===== config.mk =====
export PLATFORM = sky130hd
export DESIGN_NAME = bp_top
export DESIGN_NICKNAME = d
export VERILOG_FILES = /design/src/hw/bp_pkg.sv /design/src/hw/bp_btb.sv /design/src/hw/bp_pht.sv /design/src/hw/bp_next_pc.sv /design/src/hw/bp_csr.sv /design/src/hw/bp_top.sv
export VERILOG_INCLUDE_DIRS = /design/src /design/src/include
export SDC_FILE = /design/constraint.sdc
export NUM_CORES = 2
export LEC_CHECK = 0
export BUFFER_PORTS_ARGS = -buffer_cell sky130_fd_sc_hd__buf_2
export CORE_UTILIZATION = 50
export CTS_CLUSTER_DIAMETER = 100
export DETAILED_ROUTE_END_ITERATION = 8
export PLACE_DENSITY = 0.74
export SKIP_CTS_REPAIR_TIMING = 1
export SYNTH_ARGS = -nofsm -noshare
export SYNTH_HDL_FRONTEND = slang
export SYNTH_SLANG_ARGS = --single-unit

===== constraint.sdc =====
create_clock -name clk_i -period 15.8 [get_ports clk_i]
set_input_delay 3.16 -clock clk_i [delete_from_list [all_inputs] [get_ports clk_i]]
set_output_delay 3.16 -clock clk_i [all_outputs]
set_load 0.005 [all_outputs]

===== src/include/bp_consts.svh =====
`ifndef BP_CONSTS_SVH
`define BP_CONSTS_SVH

// Datapath and table geometry
`define BP_XLEN          32
`define BP_INDEX_WIDTH   6
`define BP_HIST_WIDTH    6
`define BP_TAG_WIDTH     (`BP_XLEN - `BP_INDEX_WIDTH - 2)
`define BP_ENTRIES       (1 << `BP_INDEX_WIDTH)

// Two-bit agree counters
`define BP_CTR_WIDTH     2
`define BP_CTR_INIT      2
`define BP_CTR_MAX       3
`define BP_CTR_AGREE     2

// Wishbone register block
`define BP_WB_ADR_WIDTH  4
`define BP_WB_DATA_WIDTH 32
`define BP_CSR_CTRL      'h0
`define BP_CSR_BRANCHES  'h4
`define BP_CSR_REDIRECTS 'h8
`define BP_CTRL_ENABLE   0
`define BP_CTRL_CLEAR    1

`endif


===== src/hw/bp_pkg.sv =====
`include "bp_consts.svh"

package bp_pkg;

    typedef logic [`BP_XLEN-1:0]          addr_t;
    typedef logic [`BP_INDEX_WIDTH-1:0]   bp_index_t;
    typedef logic [`BP_TAG_WIDTH-1:0]     bp_tag_t;
    typedef logic [`BP_HIST_WIDTH-1:0]    ghr_t;
    typedef logic [`BP_CTR_WIDTH-1:0]     ctr_t;
    typedef logic [`BP_WB_ADR_WIDTH-1:0]  wb_adr_t;
    typedef logic [`BP_WB_DATA_WIDTH-1:0] wb_data_t;

    // Carried down the pipeline with each fetched instruction
    typedef struct packed {
        ghr_t  ghr;
        logic  hit;
        logic  bias;
        logic  taken;
        addr_t next_pc;
    } pred_meta_t;

    typedef struct packed {
        logic  valid;
        addr_t pc;
    } fetch_t;

    typedef struct packed {
        addr_t      next_pc;
        logic       taken;
        pred_meta_t meta;
    } pred_t;

    typedef struct packed {
        logic       valid;
        addr_t      pc;
        logic       is_cond;
        logic       is_jump;
        logic       taken;
        addr_t      target;
        pred_meta_t meta;
    } resolve_t;

    typedef struct packed {
        logic  valid;
        addr_t pc;
    } redirect_t;

    typedef struct packed {
        logic     cyc;
        logic     stb;
        logic     we;
        wb_adr_t  adr;
        wb_data_t dat;
    } wb_req_t;

    typedef struct packed {
        logic     ack;
        wb_data_t dat;
    } wb_rsp_t;

    // Word-aligned PC, index sits just above the byte offset
    function automatic bp_index_t pc_index(addr_t pc);
        return pc[`BP_INDEX_WIDTH+1:2];
    endfunction

    function automatic bp_tag_t pc_tag(addr_t pc);
        return pc[`BP_XLEN-1:`BP_INDEX_WIDTH+2];
    endfunction

endpackage


===== src/hw/bp_btb.sv =====
`timescale 1ns/1ps
`include "bp_consts.svh"

module bp_btb (
    input  logic          clk_i,
    input  logic          rst_ni,
    input  logic          clear_i,
    input  bp_pkg::addr_t rd_pc_i,
    input  logic          wr_en_i,
    input  bp_pkg::addr_t wr_pc_i,
    input  bp_pkg::addr_t wr_target_i,
    input  logic          wr_jump_i,
    output logic          hit_o,
    output logic          bias_o,
    output logic          jump_o,
    output bp_pkg::addr_t target_o
);
    import bp_pkg::*;

    logic [`BP_ENTRIES-1:0] valid_q;
    bp_tag_t                tag_q    [`BP_ENTRIES];
    addr_t                  target_q [`BP_ENTRIES];
    logic                   bias_q   [`BP_ENTRIES];
    logic                   jump_q   [`BP_ENTRIES];

    bp_index_t rd_idx;
    bp_index_t wr_idx;
    logic      wr_hit;

    assign rd_idx = pc_index(rd_pc_i);
    assign wr_idx = pc_index(wr_pc_i);

    // Fetch-side lookup
    assign hit_o    = valid_q[rd_idx] && (tag_q[rd_idx] == pc_tag(rd_pc_i));
    assign bias_o   = bias_q[rd_idx];
    assign jump_o   = jump_q[rd_idx];
    assign target_o = target_q[rd_idx];

    // Same entry already owned by the resolving branch?
    assign wr_hit = valid_q[wr_idx] && (tag_q[wr_idx] == pc_tag(wr_pc_i));

    always_ff @(posedge clk_i or negedge rst_ni) begin
        if (!rst_ni) begin
            valid_q <= '0;
        end else if (clear_i) begin
            valid_q <= '0;
        end else if (wr_en_i) begin
            valid_q[wr_idx] <= 1'b1;
        end
    end

    // Entries are only written on a taken outcome,
    // so a freshly allocated entry starts biased taken
    always_ff @(posedge clk_i) begin
        if (wr_en_i && !clear_i) begin
            tag_q[wr_idx]    <= pc_tag(wr_pc_i);
            target_q[wr_idx] <= wr_target_i;
            jump_q[wr_idx]   <= wr_jump_i;
            if (!wr_hit) begin
                bias_q[wr_idx] <= 1'b1;
            end
        end
    end

    // Clear comes from the CSR block, writes from the resolve port
    ap_no_write_on_clear: assert property (
        @(posedge clk_i) disable iff (!rst_ni)
        !(wr_en_i && clear_i)
    ) else $error("BTB write during table clear");

endmodule


===== src/hw/bp_pht.sv =====
`timescale 1ns/1ps
`include "bp_consts.svh"

module bp_pht (
    input  logic          clk_i,
    input  logic          rst_ni,
    input  logic          clear_i,
    input  bp_pkg::addr_t rd_pc_i,
    input  logic          upd_en_i,
    input  bp_pkg::addr_t upd_pc_i,
    input  bp_pkg::ghr_t  upd_ghr_i,
    input  logic          upd_agree_i,
    input  logic          hist_en_i,
    input  logic          hist_taken_i,
    output bp_pkg::ctr_t  ctr_o,
    output bp_pkg::ghr_t  ghr_o
);
    import bp_pkg::*;

    ctr_t      pht_q [`BP_ENTRIES];
    ghr_t      ghr_q;
    bp_index_t rd_idx;
    bp_index_t upd_idx;
    ctr_t      upd_old;
    ctr_t      upd_new;

    // Gshare-style hashing of PC and history
    assign rd_idx  = pc_index(rd_pc_i) ^ bp_index_t'(ghr_q);
    assign upd_idx = pc_index(upd_pc_i) ^ bp_index_t'(upd_ghr_i);

    assign ctr_o   = pht_q[rd_idx];
    assign ghr_o   = ghr_q;
    assign upd_old = pht_q[upd_idx];

    // Saturating step toward agree or disagree
    always_comb begin
        upd_new = upd_old;
        if (upd_agree_i) begin
            if (upd_old != ctr_t'(`BP_CTR_MAX)) begin
                upd_new = upd_old + ctr_t'(1);
            end
        end else if (upd_old != '0) begin
            upd_new = upd_old - ctr_t'(1);
        end
    end

    always_ff @(posedge clk_i or negedge rst_ni) begin
        if (!rst_ni) begin
            for (int i = 0; i < `BP_ENTRIES; i++) begin
                pht_q[i] <= ctr_t'(`BP_CTR_INIT);
            end
            ghr_q <= '0;
        end else if (clear_i) begin
            for (int i = 0; i < `BP_ENTRIES; i++) begin
                pht_q[i] <= ctr_t'(`BP_CTR_INIT);
            end
            ghr_q <= '0;
        end else begin
            if (upd_en_i) begin
                pht_q[upd_idx] <= upd_new;
            end
            // Newest outcome enters at bit 0
            if (hist_en_i) begin
                ghr_q <= {ghr_q[`BP_HIST_WIDTH-2:0], hist_taken_i};
            end
        end
    end

    // An updated counter never wraps around its range
    ap_ctr_no_wrap: assert property (
        @(posedge clk_i) disable iff (!rst_ni)
        upd_en_i && !clear_i |=>
            !($past(upd_old) == ctr_t'(`BP_CTR_MAX) && pht_q[$past(upd_idx)] == '0) &&
            !($past(upd_old) == '0 && pht_q[$past(upd_idx)] == ctr_t'(`BP_CTR_MAX))
    ) else $error("Agree counter left its range");

endmodule


===== src/hw/bp_next_pc.sv =====
`timescale 1ns/1ps
`include "bp_consts.svh"

module bp_next_pc (
    input  bp_pkg::fetch_t    fetch_i,
    input  logic              enable_i,
    input  logic              btb_hit_i,
    input  logic              btb_bias_i,
    input  logic              btb_jump_i,
    input  bp_pkg::addr_t     btb_target_i,
    input  bp_pkg::ctr_t      ctr_i,
    input  bp_pkg::ghr_t      ghr_i,
    input  bp_pkg::resolve_t  resolve_i,
    output bp_pkg::pred_t     pred_o,
    output bp_pkg::redirect_t redirect_o,
    output logic              btb_wr_o,
    output logic              pht_upd_o,
    output logic              pht_agree_o,
    output logic              hist_en_o
);
    import bp_pkg::*;

    logic  pred_hit;
    logic  ctr_agree;
    logic  pred_taken;
    addr_t fetch_plus4;
    addr_t pred_next;
    logic  res_active;
    addr_t res_actual;

    // Fetch side
    assign pred_hit    = fetch_i.valid && enable_i && btb_hit_i;
    assign ctr_agree   = ctr_i >= ctr_t'(`BP_CTR_AGREE);
    assign pred_taken  = pred_hit && (btb_jump_i || (btb_bias_i == ctr_agree));
    assign fetch_plus4 = fetch_i.pc + addr_t'(4);
    assign pred_next   = pred_taken ? btb_target_i : fetch_plus4;

    assign pred_o.next_pc      = pred_next;
    assign pred_o.taken        = pred_taken;
    assign pred_o.meta.ghr     = ghr_i;
    assign pred_o.meta.hit     = pred_hit;
    assign pred_o.meta.bias    = pred_hit && btb_bias_i;
    assign pred_o.meta.taken   = pred_taken;
    assign pred_o.meta.next_pc = pred_next;

    // Resolve side
    assign res_active = resolve_i.valid && (resolve_i.is_cond || resolve_i.is_jump);
    assign res_actual = resolve_i.taken ? resolve_i.target : resolve_i.pc + addr_t'(4);

    assign redirect_o.valid = res_active && (res_actual != resolve_i.meta.next_pc);
    assign redirect_o.pc    = res_actual;

    // Table update strobes
    assign btb_wr_o    = res_active && resolve_i.taken;
    assign pht_upd_o   = resolve_i.valid && resolve_i.is_cond && resolve_i.meta.hit;
    assign pht_agree_o = resolve_i.taken == resolve_i.meta.bias;
    assign hist_en_o   = resolve_i.valid && resolve_i.is_cond;

    // A resolved instruction is either a conditional branch or a jump
    always_comb begin
        if (resolve_i.valid) begin
            assert (!(resolve_i.is_cond && resolve_i.is_jump))
                else $error("Resolution marked both conditional and jump");
        end
    end

endmodule


===== src/hw/bp_csr.sv =====
`timescale 1ns/1ps
`include "bp_consts.svh"

module bp_csr (
    input  logic            clk_i,
    input  logic            rst_ni,
    input  bp_pkg::wb_req_t wb_i,
    input  logic            branch_i,
    input  logic            redirect_i,
    output bp_pkg::wb_rsp_t wb_o,
    output logic            enable_o,
    output logic            clear_o
);
    import bp_pkg::*;

    logic     ack_q;
    logic     enable_q;
    wb_data_t branches_q;
    wb_data_t redirects_q;
    logic     wr_fire;
    logic     is_ctrl;
    logic     is_stat;
    logic     stat_zero;
    wb_data_t rd_data;

    assign is_ctrl = wb_i.adr == wb_adr_t'(`BP_CSR_CTRL);
    assign is_stat = (wb_i.adr == wb_adr_t'(`BP_CSR_BRANCHES)) ||
                     (wb_i.adr == wb_adr_t'(`BP_CSR_REDIRECTS));

    // Master holds the request, so the write lands on the ack edge
    assign wr_fire   = ack_q && wb_i.we;
    assign clear_o   = wr_fire && is_ctrl && wb_i.dat[`BP_CTRL_CLEAR];
    assign stat_zero = wr_fire && is_stat;

    // Single-cycle ack, dropped before the next request
    always_ff @(posedge clk_i or negedge rst_ni) begin
        if (!rst_ni) begin
            ack_q <= 1'b0;
        end else begin
            ack_q <= wb_i.cyc && wb_i.stb && !ack_q;
        end
    end

    always_ff @(posedge clk_i or negedge rst_ni) begin
        if (!rst_ni) begin
            enable_q <= 1'b1;
        end else if (wr_fire && is_ctrl) begin
            enable_q <= wb_i.dat[`BP_CTRL_ENABLE];
        end
    end

    // Statistics, a write to either address zeroes both
    always_ff @(posedge clk_i or negedge rst_ni) begin
        if (!rst_ni) begin
            branches_q  <= '0;
            redirects_q <= '0;
        end else if (stat_zero) begin
            branches_q  <= '0;
            redirects_q <= '0;
        end else begin
            if (branch_i) begin
                branches_q <= branches_q + wb_data_t'(1);
            end
            if (redirect_i) begin
                redirects_q <= redirects_q + wb_data_t'(1);
            end
        end
    end

    always_comb begin
        rd_data = '0;
        case (wb_i.adr)
            wb_adr_t'(`BP_CSR_CTRL):      rd_data[`BP_CTRL_ENABLE] = enable_q;
            wb_adr_t'(`BP_CSR_BRANCHES):  rd_data = branches_q;
            wb_adr_t'(`BP_CSR_REDIRECTS): rd_data = redirects_q;
            default:                      rd_data = '0;
        endcase
    end

    assign wb_o.ack = ack_q;
    assign wb_o.dat = rd_data;
    assign enable_o = enable_q;

    // Master must keep the cycle open until the ack
    ap_ack_with_stb: assert property (
        @(posedge clk_i) disable iff (!rst_ni)
        wb_o.ack |-> wb_i.cyc && wb_i.stb
    ) else $error("Wishbone ack without an active strobe");

endmodule


===== src/hw/bp_top.sv =====
`timescale 1ns/1ps

module bp_top (
    input  logic              clk_i,
    input  logic              rst_ni,
    input  bp_pkg::fetch_t    fetch_i,
    input  bp_pkg::resolve_t  resolve_i,
    input  bp_pkg::wb_req_t   wb_i,
    output bp_pkg::pred_t     pred_o,
    output bp_pkg::redirect_t redirect_o,
    output bp_pkg::wb_rsp_t   wb_o
);
    import bp_pkg::*;

    logic  enable;
    logic  clear;
    logic  btb_hit;
    logic  btb_bias;
    logic  btb_jump;
    addr_t btb_target;
    ctr_t  pht_ctr;
    ghr_t  ghr;
    logic  btb_wr;
    logic  pht_upd;
    logic  pht_agree;
    logic  hist_en;

    bp_btb u_btb (
        .clk_i       (clk_i),
        .rst_ni      (rst_ni),
        .clear_i     (clear),
        .rd_pc_i     (fetch_i.pc),
        .wr_en_i     (btb_wr),
        .wr_pc_i     (resolve_i.pc),
        .wr_target_i (resolve_i.target),
        .wr_jump_i   (resolve_i.is_jump),
        .hit_o       (btb_hit),
        .bias_o      (btb_bias),
        .jump_o      (btb_jump),
        .target_o    (btb_target)
    );

    bp_pht u_pht (
        .clk_i        (clk_i),
        .rst_ni       (rst_ni),
        .clear_i      (clear),
        .rd_pc_i      (fetch_i.pc),
        .upd_en_i     (pht_upd),
        .upd_pc_i     (resolve_i.pc),
        .upd_ghr_i    (resolve_i.meta.ghr),
        .upd_agree_i  (pht_agree),
        .hist_en_i    (hist_en),
        .hist_taken_i (resolve_i.taken),
        .ctr_o        (pht_ctr),
        .ghr_o        (ghr)
    );

    bp_next_pc u_next_pc (
        .fetch_i      (fetch_i),
        .enable_i     (enable),
        .btb_hit_i    (btb_hit),
        .btb_bias_i   (btb_bias),
        .btb_jump_i   (btb_jump),
        .btb_target_i (btb_target),
        .ctr_i        (pht_ctr),
        .ghr_i        (ghr),
        .resolve_i    (resolve_i),
        .pred_o       (pred_o),
        .redirect_o   (redirect_o),
        .btb_wr_o     (btb_wr),
        .pht_upd_o    (pht_upd),
        .pht_agree_o  (pht_agree),
        .hist_en_o    (hist_en)
    );

    // Each valid resolution is one branch or jump
    bp_csr u_csr (
        .clk_i      (clk_i),
        .rst_ni     (rst_ni),
        .wb_i       (wb_i),
        .branch_i   (resolve_i.valid),
        .redirect_i (redirect_o.valid),
        .wb_o       (wb_o),
        .enable_o   (enable),
        .clear_o    (clear)
    );

endmodule


# Yosys cells after proc, flatten, opt, wreduce, memory -nomap -nowiden
# Memories as Yosys holds them, arrays and structs flattened.
# Cells that the tools add are included.
# op_classes
add_sub_neg,6
magnitude_cmp,7
eq_ne,7
muxes,32
bitwise_logic,5
n_reduce_logical,31
# op_table
operator,n
$mux W128,2
$mux W32,6
$bwmux W128,1
$mux W64,2
$add A32 B1 Y32 const B,2
$add A32 B3 Y32 const B,2
$or A64 B64 Y64,1
$pmux W31 S2,1
$ne A32 B32 Y1,1
$bmux W2 S6,2
$eq A24 B24 Y1,1
$logic_and A1 B1 Y1,18
$mux W2,8
$ge A7 B7 Y1 const B,2
$lt A6 B7 Y1 const B,2
$not A6 Y7,2
$demux W2 S6,1
$mux W6,2
$reduce_bool A2 Y1,6
$xor A6 B6 Y6,2
$lt A7 B1 Y1 const B,1
$bmux W1 S6,1
$demux W1 S6,1
$ge A6 B1 Y1 const B,1
other kinds (14),20
# word_totals
register_bits,264
mem_bits_rw,3648
wordCells,161
memories,3
# memory_table
memory,words,word_bits,read_ports,rd_ports_with_merged_regs,write_ports,line_no,rtl
u_btb.target_q,64,32,1,0,1,bp_btb.sv:22,addr_t target_q [`BP_ENTRIES];
u_btb.tag_q,64,24,1,0,1,bp_btb.sv:21,bp_tag_t tag_q [`BP_ENTRIES];
u_btb.jump_q,64,1,1,0,1,bp_btb.sv:24,logic jump_q [`BP_ENTRIES];

# Longest topological paths before layout
# logic_depth
word_depth,11
depth_mapped,18
ltp_nobuf,11

# Modules after synthesis
# A second synthesis with hierarchy kept.
# unflattened
cells_unflattened,7824
area_unflattened_um2,157573.6
# by_module_without_submodules
module,instances,cells_each,area_per_inst_um2,seq_area_each_um2
bp_btb,1,6040,142137.6,111146.6
bp_pht,1,878,8506.9,3433.3
bp_csr,1,405,3754.9,1652.8
bp_next_pc,1,501,3174.3,0.0

# Worst setup path after synthesis
# Ideal clock, no wire load.
# synth_path
path_kind,input-to-output
start,in fetch_i[2] (netlist name)
end,out pred_o[45] (netlist name)
arrival_time_ps,6869
t_required_ps,12640
setup_slack_ps,5771
cell_stages,13
path_buffers,9
cell_sequence,buf_6 -> buf_6 -> buf_8 -> buf_6 -> buf_6 -> buf_2 -> buf_2 -> clkbuf_1 -> mux4_2 -> mux4_2 -> mux4_2 -> mux2_4 -> buf_4
# synth_rtl
element,line_no,rtl
"start, declared",bp_top.sv:6,"input bp_pkg::fetch_t fetch_i,"
"end, declared",bp_top.sv:9,"output bp_pkg::pred_t pred_o,"

==> flow_summary.ini <==
[cells_and_area]
finish.net_count = 8299
fillCellCount = 22100
layout-drive-gt1-share = 0.283
stdcell_area_sq_um = 176000
areaGrowthSynthToFinish_pct = 12.5
footprint_of_the_flip_flops_and_latches_sq_um = 116000
multi_input_combinational_cell_area_sq_um = 38100

[worst_setup_path]
critPathMaxStageDelay_ns = 0.93
timing.critical_path.slowest_stage_cell = sky130_fd_sc_hd__a2111oi_0
r2r-end = u_btb.tag_q[36][1]
critical_path_cell_sequence = buf_8 -> buf_4 -> mux4_2 -> a22o_1 -> a2111oi_0 -> nor3_1 -> o41ai_1 -> nand4_1 -> nor4_1 -> and2_1 -> nand4_4 -> buf_4 -> mux2_2 -> buf_2
timing.critical_path.required_ns = 12.64
cp_dominant_cell_by_count = sky130_fd_sc_hd__buf_4
reg2reg_setup_slack_ns = 10.11
path_delay_family = buffers and inverters
r2r_cells = 10
worst-endpoint-arrival_ns = 9.74
worst_setup_path_end_kind = output pin
setup.worst_path.class = input pin to output pin
timing.critical_path.fanout_max = 84
worstPathBufferInverterCount = 4
worst_r2r_startpoint = u_csr.ack_q
critical_path.startpoint_type = input pin

[logic_synthesis]
ys_top_cells_by_count = sky130_fd_sc_hd__edfxtp_1 (3648), sky130_fd_sc_hd__mux4_2 (1019), sky130_fd_sc_hd__nand2_1 (307)
instance_count_of_the_mapped_netlist = 7622
async_flop_share = 0.0675
netlist.top_cell.by_area = sky130_fd_sc_hd__edfxtp_1
number_of_storage_elements_in_the_synthesis_netlist = 3912
post_synth_num_cell_types = 85
mappedNetlistNets = 7809
synth-edff-count = 3648
synth.area.top_cells = sky130_fd_sc_hd__edfxtp_1 (70%), sky130_fd_sc_hd__mux4_2 (15%), sky130_fd_sc_hd__dfrtp_1 (3.2%), sky130_fd_sc_hd__mux2i_1 (1.6%), sky130_fd_sc_hd__dfstp_2 (1.1%)
synth.top_cell.area_share = 0.702
ys_dominant_reg_cell = sky130_fd_sc_hd__edfxtp_1
post-synth-top-count-cell = sky130_fd_sc_hd__edfxtp_1
seq_area_frac_synth = 0.744
synth-warning-count = 0
syn-cell-area_sq_um = 156000
synthesis.area_per_instance_sq_um = 20.5

[route]
via_per_inst = 6.99
vias = 87800
routed_wirelength_um = 491000
detail-route-antenna-nets = 0
dr.first_iter.drc_count = 16800
dr.pass1.iters = 8
wl_per_cell_um = 39.1
post-route-drc-count = 0

[sta]
achievable-frequency_mhz = 77.5
setup_ws_ns = 2.90
clock_skew_ns = 0.0424
report.final.setup_viol = 0
finalCriticalPeriod_ns = 12.90
relSlewSlack = 0.0436
rsz0062_at_grt = no
tightestPinTransition_ns = 1.42
finalHoldWorstSlack_ns = 0.474
hold_viol = 0
fin_crit_sh = 0.817
setup-tns-final_ns = 0
timing.final.max_slew_violations = 0

[placement]
place_congestion = 0.954
detailedPlacementHpwl_um = 271000
buffer_ports.inserted = 291
placed_cell_area_sq_um = 163000
dp_slack_ns = 3.26

[clock_tree]
cts_num_sinks = 3912
ctsRootBufferMaster = sky130_fd_sc_hd__clkbuf_16
clk-insertion-delay-late_ns = 0.96
cts.htree.levels = 5
cts_made_buffers = 381
clock_transition_at_the_registers_of_the_reported_paths_ns = 0.06
cts.path.max_buffers = 4
cts_tree = yes

[pwr]
max-vdd-ir-drop_uv = 96.5
p_per_area_nw_per_um2 = 125
power.combinational.fraction = 0.064
p_sw_uw = 4930
power.switching_fraction = 0.224
pwr-share-clk = 0.412
total_leakage_power_uw = 0.0572
pwr-share-seq = 0.524
internal-power_uw = 17100

[min_path]
class_of_the_worst_hold_path = register to register
worstHoldStart = u_btb.valid_q[25]
min_delay_worst_endpoint = u_btb.valid_q[25]
worst_hold_depth = 1

[floorplan]
pin_count = 323
fp.dieH_um = 561
die_width_um = 561
fp.dieArea_sq_um = 315000
fp.coreArea_sq_um = 310000
floorplan.initialDensity = 0.504
rows = 204

[flow_run]
max_cap_violations = 0

[global_routing]
grt_start_max_net_pins = 158
aggregate_global_routing_overflow = 0
global_route_wire_length_before_repair_um = 673000
track_usage = 0.309
grt_antenna_before_repair = 42
grt_pass1_vias = 85700

[run_status]
run_status = finished clean
## power by group through the flow
stage | clock (uW) | combinational [uW] | sequential (uW)
finish | 9080 | 1420 | 11500
global route | 9470 | 1470 | 11500
CTS | 9090 | 1390 | 11500
detailed placement | 0 | 1380 | 11700
global placement | 0 | 1340 | 11700
floorplan | 0 | 795 | 11700
## flip-flops by register name, indices dropped and copies added, names as in the netlist
register           count
u_btb.target_q      2048
u_btb.tag_q         1536
u_pht.pht_q          128
u_btb.jump_q          64
u_btb.valid_q         64
u_csr.branches_q      32
u_csr.redirects_q     32
u_pht.ghr_o            6
u_csr.ack_q            1
u_csr.enable_o         1
## area by class of cell
class | count | share of cell area
Clock inverter | 242 | 0.0134
Antenna cell | 18 | 0.000256
Multi-Input combinational cell | 3223 | 0.217
Inverter | 24 | 0.000570
Clock buffer | 454 | 0.0568
Tap cell | 4120 | 0.0293
Timing Repair Buffer | 570 | 0.0212
Sequential cell | 3912 | 0.661
## cell usage in the layout, fill, tap and decap left out, drive strengths merged, types with 161 or more instances in the layout
| cell | count |
|---|---|
| dfrtp | 199 |
| buf | 570 |
| nand3 | 161 |
| mux4 | 1019 |
| clkinv | 173 |
| nor2 | 181 |
| edfxtp | 3648 |
| nand2 | 307 |
| mux2i | 253 |
| clkbuf | 454 |
| o21ai | 195 |
## layer usage
layer | share of wire | global-route usage | vias up
met5 | 0.00021 | 0 | -
met4 | 0.070 | 0.180 | 16
met3 | 0.14 | 0.0822 | 1578
met2 | 0.45 | 0.466 | 8005
met1 | 0.33 | 0.409 | 45500
li1 | - | - | 32700
## how the worst max path moves through the flow
stage	from	to	slack, ns	depth (start not counted)
after CTS	fetch_i[4]	pred_o[0]	3.16	14
after global routing	fetch_i[4]	pred_o[0]	3.07	14
after detailed placement	fetch_i[4]	pred_o[42]	3.26	14
final	fetch_i[4]	pred_o[73]	2.90	14
after floorplan	fetch_i[2]	pred_o[45]	5.77	13
after global placement	fetch_i[4]	pred_o[0]	3.18	14
## through the flow
step | instances | power [uW] | util
floorplan | 7622 | 12500 | -
global placement | 11800 | 13100 | 0.527
detailed placement | 11800 | 13100 | 0.527
CTS | 12500 | 22000 | 0.567
global route | 12600 | 22500 | 0.567
finish | 12600 | 22000 | 0.567
## kinds of logic after synthesis
logic type | share of synthesized area
buffers and inverters | 0.0152
XOR/XNOR | 0.00867
adder cells (fa/ha/maj) | 0.000321
AND/OR/NAND/NOR | 0.0294
AO/OA/AOI/OAI | 0.0327
multiplexers | 0.169
flip-flops | 0.744
Note: power is estimated with default switching activity, not from simulation.
